File: config.mk
export PLATFORM = sky130hd
export DESIGN_NAME = outputPortTop
export DESIGN_NICKNAME = d
export VERILOG_FILES = /design/src/rtl/nocPkg.sv /design/src/rtl/flitLink.sv /design/src/rtl/flitMux.sv /design/src/rtl/holdTimer.sv /design/src/rtl/inputStage.sv /design/src/rtl/outputArbiter.sv /design/src/rtl/outputPortTop.sv
export SDC_FILE = /design/constraint.sdc
export NUM_CORES = 1
export LEC_CHECK = 0
export BUFFER_PORTS_ARGS = -buffer_cell sky130_fd_sc_hd__buf_2
export CORE_MARGIN = 4
export CORE_UTILIZATION = 59
export CTS_BUF_LIST = sky130_fd_sc_hd__clkbuf_4 sky130_fd_sc_hd__clkbuf_8 sky130_fd_sc_hd__clkbuf_16
export CTS_CLUSTER_DIAMETER = 200
export CTS_CLUSTER_SIZE = 24
export DETAILED_ROUTE_END_ITERATION = 12
export HOLD_SLACK_MARGIN = 0.15
export PLACE_DENSITY = 0.84
export SYNTH_ARGS = -nofsm -noshare
export SYNTH_HDL_FRONTEND = slang
export SYNTH_SLANG_ARGS = --single-unit
File: constraint.sdc
create_clock -name clk -period 5.5 [get_ports clk]
set_input_delay 0.275 -clock clk [delete_from_list [all_inputs] [get_ports clk]]
set_output_delay 0.275 -clock clk [all_outputs]
set_load 0.02 [all_outputs]
File: src/rtl/nocPkg.sv
`default_nettype none

package nocPkg;

  localparam int NUM_PORTS = 5;

  typedef logic [2:0] flitIdT;
  typedef logic [31:0] flitDataT;
  typedef logic [11:0] pktLenT; // hold time in cycles, from the head flit.
  typedef logic [5:0] grantT;

  localparam flitIdT FLIT_HEAD = 3'b001;
  localparam flitIdT FLIT_BODY = 3'b010;
  localparam flitIdT FLIT_TAIL = 3'b100;

  // Bit 0 is idle. Bits 1 to 5 grant L, N, E, W and S.
  typedef enum grantT {
    IDLE  = 6'b000001,
    GNT_L = 6'b000010,
    GNT_N = 6'b000100,
    GNT_E = 6'b001000,
    GNT_W = 6'b010000,
    GNT_S = 6'b100000
  } arbStateT;

endpackage

`default_nettype wire

File: src/rtl/flitLink.sv
`default_nettype none

interface flitLink import nocPkg::*; ();

  logic     req;
  flitIdT   flitId;
  flitDataT data;
  pktLenT   pktLen; // length of the latest head flit on this link.

  modport src (
    output req,
    output flitId,
    output data,
    output pktLen
  );

  modport arb (
    input req,
    input flitId,
    input pktLen
  );

  modport mux (
    input req,
    input flitId,
    input data
  );

endinterface

`default_nettype wire

File: src/rtl/flitMux.sv
`default_nettype none

module flitMux import nocPkg::*; (
  input  logic     clk,
  input  logic     rst,
  input  grantT    grant,
  flitLink.mux     lLink,
  flitLink.mux     nLink,
  flitLink.mux     eLink,
  flitLink.mux     wLink,
  flitLink.mux     sLink,
  output logic     outValid,
  output flitIdT   outFlitId,
  output flitDataT outData
);

  logic     selReq;
  flitIdT   selId;
  flitDataT selData;

  always_comb
  begin
    selReq  = 1'b0; // idle selects nothing, so valid drops.
    selId   = '0;
    selData = '0;
    case (grant)
      GNT_L:
      begin
        selReq  = lLink.req;
        selId   = lLink.flitId;
        selData = lLink.data;
      end
      GNT_N:
      begin
        selReq  = nLink.req;
        selId   = nLink.flitId;
        selData = nLink.data;
      end
      GNT_E:
      begin
        selReq  = eLink.req;
        selId   = eLink.flitId;
        selData = eLink.data;
      end
      GNT_W:
      begin
        selReq  = wLink.req;
        selId   = wLink.flitId;
        selData = wLink.data;
      end
      GNT_S:
      begin
        selReq  = sLink.req;
        selId   = sLink.flitId;
        selData = sLink.data;
      end
      default:
      begin
        selReq = 1'b0;
      end
    endcase
  end

  always_ff @(posedge clk)
  begin
    if (rst)
    begin
      outValid  <= 1'b0;
      outFlitId <= '0;
      outData   <= '0;
    end
    else
    begin
      outValid  <= selReq;
      outFlitId <= selId;
      outData   <= selData;
    end
  end

endmodule

`default_nettype wire

File: src/rtl/holdTimer.sv
`default_nettype none

module holdTimer import nocPkg::*; (
  input  logic   clk,
  input  logic   rst,
  input  logic   runTimer,
  input  pktLenT pktLen,
  output logic   timesUp
);

  pktLenT count;

  always_ff @(posedge clk)
  begin
    if (rst)
    begin
      count <= '0;
    end
    else if (runTimer)
    begin
      count <= count + 1'b1;
    end
    else
    begin
      count <= '0; // any cycle outside the grant restarts the count.
    end
  end

  // A grant that started at count zero has lasted pktLen plus one cycles here.
  assign timesUp = (count == pktLen);

endmodule

`default_nettype wire

File: src/rtl/inputStage.sv
`default_nettype none

module inputStage import nocPkg::*; (
  input  logic     clk,
  input  logic     rst,
  input  logic     req,
  input  flitIdT   flitId,
  input  flitDataT data,
  flitLink.src     link
);

  // Request, flit type and length are control state.
  always_ff @(posedge clk)
  begin
    if (rst)
    begin
      link.req    <= 1'b0;
      link.flitId <= '0;
      link.pktLen <= '0;
    end
    else
    begin
      link.req    <= req;
      link.flitId <= flitId;
      if (flitId == FLIT_HEAD)
      begin
        link.pktLen <= data[11:0]; // length lives in the low bits of the head flit.
      end
    end
  end

  always_ff @(posedge clk)
  begin
    link.data <= data;
  end

endmodule

`default_nettype wire

File: src/rtl/outputArbiter.sv
`default_nettype none

module outputArbiter import nocPkg::*; (
  input  logic  clk,
  input  logic  rst,
  flitLink.arb  lLink,
  flitLink.arb  nLink,
  flitLink.arb  eLink,
  flitLink.arb  wLink,
  flitLink.arb  sLink,
  output grantT grant
);

  arbStateT             state;
  arbStateT             stateNext;
  logic [NUM_PORTS-1:0] reqV;
  logic [NUM_PORTS-1:0] timesUp;
  logic [NUM_PORTS-1:0] runTimer;
  logic [2:0]           servedIdx;

  // First requester found from index first onward, looking at tries inputs.
  function automatic arbStateT pickNext(
    input logic [NUM_PORTS-1:0] reqs,
    input int                   first,
    input int                   tries
  );
    arbStateT pick;
    int       idx;
    pick = IDLE;
    for (int k = tries - 1; k >= 0; k--)
    begin
      idx = (first + k) % NUM_PORTS;
      if (reqs[idx])
      begin
        pick = arbStateT'(grantT'(1) << (idx + 1)); // lowest k wins.
      end
    end
    return pick;
  endfunction

  assign reqV = {sLink.req, wLink.req, eLink.req, nLink.req, lLink.req};

  holdTimer lTimer (.clk(clk), .rst(rst), .runTimer(runTimer[0]),
                    .pktLen(lLink.pktLen), .timesUp(timesUp[0]));
  holdTimer nTimer (.clk(clk), .rst(rst), .runTimer(runTimer[1]),
                    .pktLen(nLink.pktLen), .timesUp(timesUp[1]));
  holdTimer eTimer (.clk(clk), .rst(rst), .runTimer(runTimer[2]),
                    .pktLen(eLink.pktLen), .timesUp(timesUp[2]));
  holdTimer wTimer (.clk(clk), .rst(rst), .runTimer(runTimer[3]),
                    .pktLen(wLink.pktLen), .timesUp(timesUp[3]));
  holdTimer sTimer (.clk(clk), .rst(rst), .runTimer(runTimer[4]),
                    .pktLen(sLink.pktLen), .timesUp(timesUp[4]));

  always_ff @(posedge clk)
  begin
    if (rst)
    begin
      state <= IDLE;
    end
    else
    begin
      state <= stateNext;
    end
  end

  assign grant = state;

  always_comb
  begin
    servedIdx = '0;
    for (int i = 0; i < NUM_PORTS; i++)
    begin
      if (grant[i + 1])
      begin
        servedIdx = 3'(i);
      end
    end
  end

  always_comb
  begin
    runTimer  = '0;
    stateNext = IDLE;
    case (state)
      IDLE:
      begin
        stateNext = pickNext(reqV, 0, NUM_PORTS); // fixed order L, N, E, W, S.
      end
      GNT_L, GNT_N, GNT_E, GNT_W, GNT_S:
      begin
        if (reqV[servedIdx] && !timesUp[servedIdx])
        begin
          runTimer[servedIdx] = 1'b1;
          stateNext           = state;
        end
        else
        begin
          // search the other four, starting after the one just served.
          stateNext = pickNext(reqV, int'(servedIdx) + 1, NUM_PORTS - 1);
        end
      end
      default:
      begin
        stateNext = IDLE;
      end
    endcase
  end

endmodule

`default_nettype wire

File: src/rtl/outputPortTop.sv
`default_nettype none

module outputPortTop import nocPkg::*; (
  input  logic     clk,
  input  logic     rst,
  input  logic     lReq,
  input  flitIdT   lFlitId,
  input  flitDataT lData,
  input  logic     nReq,
  input  flitIdT   nFlitId,
  input  flitDataT nData,
  input  logic     eReq,
  input  flitIdT   eFlitId,
  input  flitDataT eData,
  input  logic     wReq,
  input  flitIdT   wFlitId,
  input  flitDataT wData,
  input  logic     sReq,
  input  flitIdT   sFlitId,
  input  flitDataT sData,
  output grantT    outGrant,
  output logic     outValid,
  output flitIdT   outFlitId,
  output flitDataT outData
);

  flitLink lLink ();
  flitLink nLink ();
  flitLink eLink ();
  flitLink wLink ();
  flitLink sLink ();

  inputStage lStage (.clk(clk), .rst(rst), .req(lReq), .flitId(lFlitId), .data(lData),
                     .link(lLink.src));
  inputStage nStage (.clk(clk), .rst(rst), .req(nReq), .flitId(nFlitId), .data(nData),
                     .link(nLink.src));
  inputStage eStage (.clk(clk), .rst(rst), .req(eReq), .flitId(eFlitId), .data(eData),
                     .link(eLink.src));
  inputStage wStage (.clk(clk), .rst(rst), .req(wReq), .flitId(wFlitId), .data(wData),
                     .link(wLink.src));
  inputStage sStage (.clk(clk), .rst(rst), .req(sReq), .flitId(sFlitId), .data(sData),
                     .link(sLink.src));

  // grant comes straight from the state register.
  outputArbiter arbiter (
    .clk   (clk),
    .rst   (rst),
    .lLink (lLink.arb),
    .nLink (nLink.arb),
    .eLink (eLink.arb),
    .wLink (wLink.arb),
    .sLink (sLink.arb),
    .grant (outGrant)
  );

  flitMux mux (
    .clk       (clk),
    .rst       (rst),
    .grant     (outGrant),
    .lLink     (lLink.mux),
    .nLink     (nLink.mux),
    .eLink     (eLink.mux),
    .wLink     (wLink.mux),
    .sLink     (sLink.mux),
    .outValid  (outValid),
    .outFlitId (outFlitId),
    .outData   (outData)
  );

endmodule

`default_nettype wire

==> results.md, run 1 <==
* Detailed-route via count at ~11000
* Clk pin slew, worst setup/hold paths at approximately 0.10 ns
* Detail Route Antenna Nets at 0
* Met3 WL at roughly 3800 um
* Clock sink total at around 340
* Dpl cells at roughly 1600
* Worst EP arrival at 5.15 ns
* GRT overflow at 0
* Synth unique cells at between 60 and 70
* Reg2reg path depth at 14
* Sequential element share of the synthesized area at between 50% and 60%
* IO Pins at around 220
* Placed Area at 0.0135 mm^2
* First-pass GRT wire length at 63800 um
* # nets final at 1702
* DRC errors left at 0
* TritonCTS clock tree: built
* Number of port buffers at 223
* Mapped Avg Cell Area at 10.7 um^2
* Net count of the mapped netlist at 1334
* Tot Pwr at just over 0.005 W
* Vias/cell at roughly 6
* EDFF count, synth at 0
* Vias in the first global route at roughly 11000
* DR iter-0 viols at between 1000 and 1500
* Routability Congestion at between 0.9 and 1
* Tot GR Track Use at between 30% and 40%
* Final Hold Vio Count at 0
* Most common cell after layout, fill and taps aside: dfxtp_1
* Die Ht at between 150 and 200 um
* Drt total wl at approximately 42000 um
* Post-cts sizing count at 0
* Core area at about 0.02 mm^2
* Critical Path Fanout Max at 15
* Initial antenna violation count at 0
* Final Non-Filler Cells at 1776
* Finish-stage setup viols at 0
* Final WS setup at a little over 0.8 ns
* Min Tclk post-route at roughly 4.7 ns
* Clock tree buffer depth at 3
* Leak at approximately 6.3 nW
* Root buffer cell: clkbuf_16
* Highest metal used: met4
* Critical path required time at about 6 ns
* Setup tns final at 0 ns
* First-pass DRT Iterations at 9
* Max capacitance violation total at 0
* Syn-to-layout area delta at 30.0%
* Maximum VDD drop at approximately 280 uV
* FF-to-FF setup slack at between 0.8 and 0.9 ns
* Min-Delay Startpoint: rst
* FFs w/ async S/R, synth at 0%
* Die area at ~0.023 mm^2
* #FFs+latches synth at about 340
* Synth Flop Type: dfxtp_1
* Crit Path Class: flop to flop
* Clock skew at approximately 0.022 ns
* Max Freq at roughly 0.21 GHz
* R2r startpoint: arbiter.grant[2]
* Cts bufs inserted at 18
* Least-Margin Pin Slew at roughly 1.3 ns
* Max-slew violation count at 0
* Finished Cell Area at 0.0158 mm^2
* Hold crit path type: input pin to flop
* Initial core utilization at about three fifths
* CP Capture Type: flop
* Clk_lat worst skew at between 0.5 and 0.6 ns
* Mapped Area at 0.0121 mm^2
* Part of the cycle the worst path needs at between 80% and 90%
* Most frequent cells in the layout: dfxtp_1, buf_2, dlygate4sd3_1
* Worst slew margin at roughly 15%
* Post-placement setup slack at 0.901 ns
* Share of cells above drive strength 1 at roughly a fifth
* Setup crit start kind: flop
* Worst hold path depth at 2
* Drt wl/cell at between 20 and 25 um
* H-tree Lvls at 1
* Wl on met1 at 15600 um
* Largest net degree at the start of global routing at 66
* Cell area power density at between 300 and 400 mW/mm^2
* Width of the die at between 150 and 200 um
* Status: completed
* Yosys warns at 0
* Met2 wire length at approximately 21000 um
* Hold EP: sStage.link.req
* RSZ-0062 raised after global routing: no
* FP Rows at 52
* Dpl hpwl at 23500 um
* Cells after Synth at approximately 1100
* Reg-to-Reg End: arbiter.grant[1]
==> stage by stage <==
step | utilization, % | hold WS (ns)
after floorplan | - | 0.303
after CTS | 77.9 | 0.263
after global placement | 66.5 | 0.378
after detailed placement | 66.5 | 0.379
after global routing | 77.9 | 0.283
final | 77.9 | 0.269
==> timing repair <==
action,4_1_cts,5_1_grt
setup buffers,0,0
hold buffers,180,0
endpoints found under the hold margin,240,0
==> report_power, final <==
group	internal (W)	switching, W	total (W)
Sequential	0.00257	0.0000860	0.00266
Clock	0.000631	0.000814	0.00144
Combinational	0.000405	0.000582	0.000987
Total	0.00361	0.00148	0.00509
==> cell usage after synthesis (3+ instances only) <==
library cell  count  share of area (%)
nor2b_1          27                1.4
o221ai_1          3               0.22
a21oi_1          43                1.8
nor2_1          111                3.4
a22oi_1          36                2.2
and2_1            3               0.15
nand2_1          33                1.0
a211oi_1          3               0.19
nor3b_1           6               0.37
nand3b_1          4               0.25
buf_1             4               0.12
mux2i_1          65                5.4
dfxtp_1         342                 56
nand3_1          31                1.3
o21ai_0          18               0.74
nor4_1           45                2.3
clkbuf_1         55                1.7
nand4_1          18               0.93
inv_1            22               0.68
nand2b_1          6               0.31
a31oi_1           4               0.21
o311ai_0          3               0.22
xnor2_1          57                4.1
ha_1             15                1.5
and3_1           14               0.72
o21ai_1           4               0.17
a222oi_1         36                3.0
xor2_1           58                4.2
buf_2             7               0.29
nor3_1           15               0.62
o21a_1            3               0.19
==> registers in the layout (all words and copies together) (netlist names), 6 cells and up <==
register,flops
lStage.link.data,32
wStage.link.pktLen,12
lStage.link.pktLen,12
nStage.link.data,32
arbiter.wTimer.count,12
mux.outData,32
sStage.link.data,32
arbiter.eTimer.count,12
sStage.link.pktLen,12
arbiter.grant,6
eStage.link.pktLen,12
arbiter.lTimer.count,12
arbiter.nTimer.count,12
arbiter.sTimer.count,12
eStage.link.data,32
nStage.link.pktLen,12
wStage.link.data,32
==> critical path, cell delays in order, from the launching register on <==
cell and delay (ns):
dfxtp_1 0.60, nor2b_1 0.53, nor2_2 0.20, nor2_1 0.26
ha_1 0.57, inv_1 0.13, ha_1 0.36, nor2b_1 0.48
nor2_1 0.14, a311oi_2 0.33, o221ai_1 0.21, o21ai_2 0.17
nand4_1 0.14, a221oi_1 0.29, o221a_1 0.22
==> logic make-up (layout without fill, tap and decap cells) <==
logic type / after synthesis / after routing / synth area share, %
AOI/OAI and AO/OA: 180 / 180 / 11.3
xor gates and xnor gates: 115 / 115 / 8.31
adders and majority gates: 15 / 15 / 1.55
buffers and inverters: 91 / 459 / 3.04
DFF: 342 / 342 / 56.5
muxes: 66 / 66 / 5.55
other: 1 / 2 / 0.0309
and+or+nand+nor: 327 / 327 / 13.8
==> final cells by class <==
type | instances | area [um^2]
diodes | 1 | 2.50
clock buffers | 19 | 475
clock inverters | 1 | 20.0
fillers | 1195 | 4480
inverters | 22 | 82.6
multi-input cells | 704 | 4970
flip-flops and latches | 342 | 6850
well taps | 270 | 338
repair buffers | 417 | 3030
==> worst max path at each step <==
stage	from	endpoint	slack [ns]	depth (start not counted)
floorplan	arbiter.grant[3]	arbiter.grant[1]	1.94	15
global placement	arbiter.grant[2]	arbiter.grant[1]	0.96	14
detailed placement	arbiter.grant[2]	arbiter.grant[1]	0.90	14
CTS	arbiter.grant[2]	arbiter.grant[1]	0.83	14
global route	arbiter.grant[2]	arbiter.grant[1]	0.33	14
finish	arbiter.grant[2]	arbiter.grant[1]	0.81	14
==> per-layer routing <==
layer,track usage (%),vias up
met1,42.5,5060
met2,62.6,678
li1,-,4764
met3,7.36,171
met5,0,-
met4,18.6,0
(Power assumes the default switching activity.)
==> inputs of run 2 (changes only) <==
BUFFER_PORTS_ARGS = -buffer_cell sky130_fd_sc_hd__buf_4   (was -buffer_cell sky130_fd_sc_hd__buf_2)
==> run 2 against run 1 <==
Against the previous run:
- first-iteration DRC count shrank 7.6%
- total power grew 0.97%
- die area is the same
- core utilization grew 2.9 points
- setup slack gained 0.070 ns
- critical path depth is the same
- critical path type unchanged
- largest cell class unchanged
- highest routed layer is now met5
==> results.md, run 2 (synthesis gave the netlist of run 1 again) <==
* Placed Area at 0.0140 mm^2 (+4.1%)
* Share of cells above drive strength 1 at 18.8% (-0.025 points)
* Initial core utilization at 59.9% (unchanged)
* Max capacitance violation total at 0 (unchanged)
* Max Freq at 0.216 GHz (+1.5%)
* Min-Delay Startpoint: sData[21]
* H-tree Lvls at 1 (unchanged)
* Dpl hpwl at 24200 um (+3.4%)
* Core area at 0.0202 mm^2 (unchanged)
* Postcts setup bufs at 0 (unchanged)
* RSZ-0062 raised after global routing: no
* Cell area power density at 314 mW/mm^2 (-2.6%)
* FF-to-FF setup slack at 0.88 ns (+0.07 ns)
* Min Tclk post-route at 4.62 ns (-0.0699 ns)
* Syn-to-layout area delta at 34.8%
* Filler cells at 1099 (-8.0%)
* Crit Path Class: flop to flop
* Largest net degree at the start of global routing at 95 (+44%)
* Critical path required time at 5.96 ns (about the same)
* Hold EP: sStage.link.data[21]
* Drt total wl at 43000 um (+1.3%)
* Width of the die at 151 um (unchanged)
* Hold crit path type: input pin to flop
* Critical Path Fanout Max at 12 (-3)
* DR iter-0 viols at 1145 (-7.6%)
* Maximum VDD drop at 249 uV (-10%)
* Number of port buffers at 223 (unchanged)
* Finish-stage setup viols at 0 (unchanged)
* Clock skew at 0.0245 ns (+0.00226 ns)
* Part of the cycle the worst path needs at 84.0% (-1.3 points)
* Tot Pwr at 0.00514 W (+0.97%)
* Detailed-route via count at 10700 (+0.22%)
* FP Rows at 52 (unchanged)
* Vias/cell at 6.00 (-0.11%)
* Setup tns final at 0 ns (unchanged)
* Worst path max stage delay at 0.58 ns (-0.02 ns)
* Reg-to-Reg End: arbiter.grant[1]
* First-pass GRT wire length at 63500 um (-0.58%)
* Worst slew margin at 23.3% (+7.9 points)
* Most frequent cells in the layout: dfxtp_1, buf_4, dlygate4sd3_1
* Root buffer cell: clkbuf_16
* CP Capture Type: flop
* Max-slew violation count at 0 (unchanged)
* Final Hold Vio Count at 0 (unchanged)
* Worst path cell trace: nor2b_1 > nor2_2 > nor2_1 > ha_1 > inv_1 > ha_1 > nor2b_1 > nor2_1 > a311oi_2 > o221ai_1 > o21ai_2 > nand4_1 > a221oi_1 > o221a_1
* Clock sink total at 342 (unchanged)
* Status: completed
* TritonCTS clock tree: built
* Clk pin slew, worst setup/hold paths at 0.10 ns (about the same)
* GRT overflow at 0 (unchanged)
* Clk_lat worst skew at 0.52 ns (about the same)
* Most common cell after layout, fill and taps aside: dfxtp_1
* Final Non-Filler Cells at 1782 (+0.34%)
* Leak at 6.45 nW (+2.6%)
* Drt wl/cell at 24.1 um (+0.92%)
* Clock tree buffer depth at 3 (unchanged)
* Dpl cells at 1575 (unchanged)
* Die area at 0.0229 mm^2 (unchanged)
* Detail Route Antenna Nets at 0 (unchanged)
* IO Pins at 224 (unchanged)
* Worst EP arrival at 5.08 ns (-0.07 ns)
* # nets final at 1704 (+0.12%)
* Cts bufs inserted at 18 (unchanged)
* Crit path max-delay cell type: dfxtp_1
* Die Ht at 151 um (unchanged)
* Initial antenna violation count at 3 (+3)
* DRC errors left at 0 (unchanged)
* Setup crit start kind: flop
* First-pass DRT Iterations at 9 (unchanged)
* Least-Margin Pin Slew at 1.15 ns (-0.119 ns)
* Routability Congestion at 0.921 (+0.16%)
* R2r startpoint: arbiter.grant[2]
* Worst hold path depth at 2 (unchanged)
* Reg2reg path depth at 14 (unchanged)
* Tot GR Track Use at 36.4% (+0.19 points)
* Vias in the first global route at 10900 (-1.1%)
* Finished Cell Area at 0.0163 mm^2 (+3.7%)
[run 2: cell count changes in the layout (fill, tap and decap cells not counted)]
cell / delta
buf_2: -222
buf_4: +222
diode_2: +4
dlygate4sd3_1: +2
[run 2: how the worst max path moves through the flow]
| stage | slack [ns] | from | cells past startpoint | endpoint |
|---|---|---|---|---|
| global placement | 1.13 | arbiter.grant[2] | 14 | arbiter.grant[1] |
| floorplan | 1.94 | arbiter.grant[3] | 15 | arbiter.grant[1] |
| global route | 0.50 | arbiter.grant[2] | 14 | arbiter.grant[1] |
| detailed placement | 0.95 | arbiter.grant[2] | 14 | arbiter.grant[1] |
| finish | 0.88 | arbiter.grant[2] | 14 | arbiter.grant[1] |
| CTS | 0.88 | arbiter.grant[2] | 14 | arbiter.grant[1] |
[run 2: area by class of cell]
type | count | area (um^2) | share of cell area [%]
clock buffer | 19 | 475 | 2.91
inverter | 22 | 82.6 | 0.505
timing repair buffer | 419 | 3600 | 22.0
tap | 270 | 338 | 2.07
antenna | 5 | 12.5 | 0.0766
multi-input combinational | 704 | 4970 | 30.4
clock inverter | 1 | 20.0 | 0.122
sequential | 342 | 6850 | 41.9
[run 2: timing repair]
action	4_1_cts	5_1_grt
resized for setup	0	0
hold buffers	182	0
endpoints found under the hold margin	240	0
[run 2: stage by stage]
step                hold slack [ns]  setup slack [ns]  utilization [%]
CTS                           0.395             0.884             80.7
global placement              0.380              1.13             69.3
global route                  0.403             0.503             80.7
detailed placement            0.381             0.955             69.3
finish                        0.399             0.877             80.8
floorplan                     0.303              1.94                -
[run 2: critical path, delay by kind of cell, from the launching register on]
kind                     cells  cell delay [ns]
buffers and inverters        1             0.23
flip-flops                   1             0.58
adder cells (fa/ha/maj)      2             0.65
AO/OA/AOI/OAI                5             1.25
AND/OR/NAND/NOR              6             1.86
[run 2: where the power goes]
part / switching [W] / total, W / internal (W)
clock network: 0.000813 / 0.00144 / 0.000630
logic: 0.000584 / 0.00103 / 0.000446
registers: 0.0000935 / 0.00266 / 0.00257
total: 0.00149 / 0.00514 / 0.00365
[run 2: metal layers]
metal / track usage, % / part of all wire (%) / vias up
met3: 7.90 / 8.8 / 171
met2: 63.1 / 49 / 696
li1: - / - / 4771
met4: 19.4 / 6.0 / 2
met5: 0 / 0.030 / -
met1: 41.9 / 36 / 5057
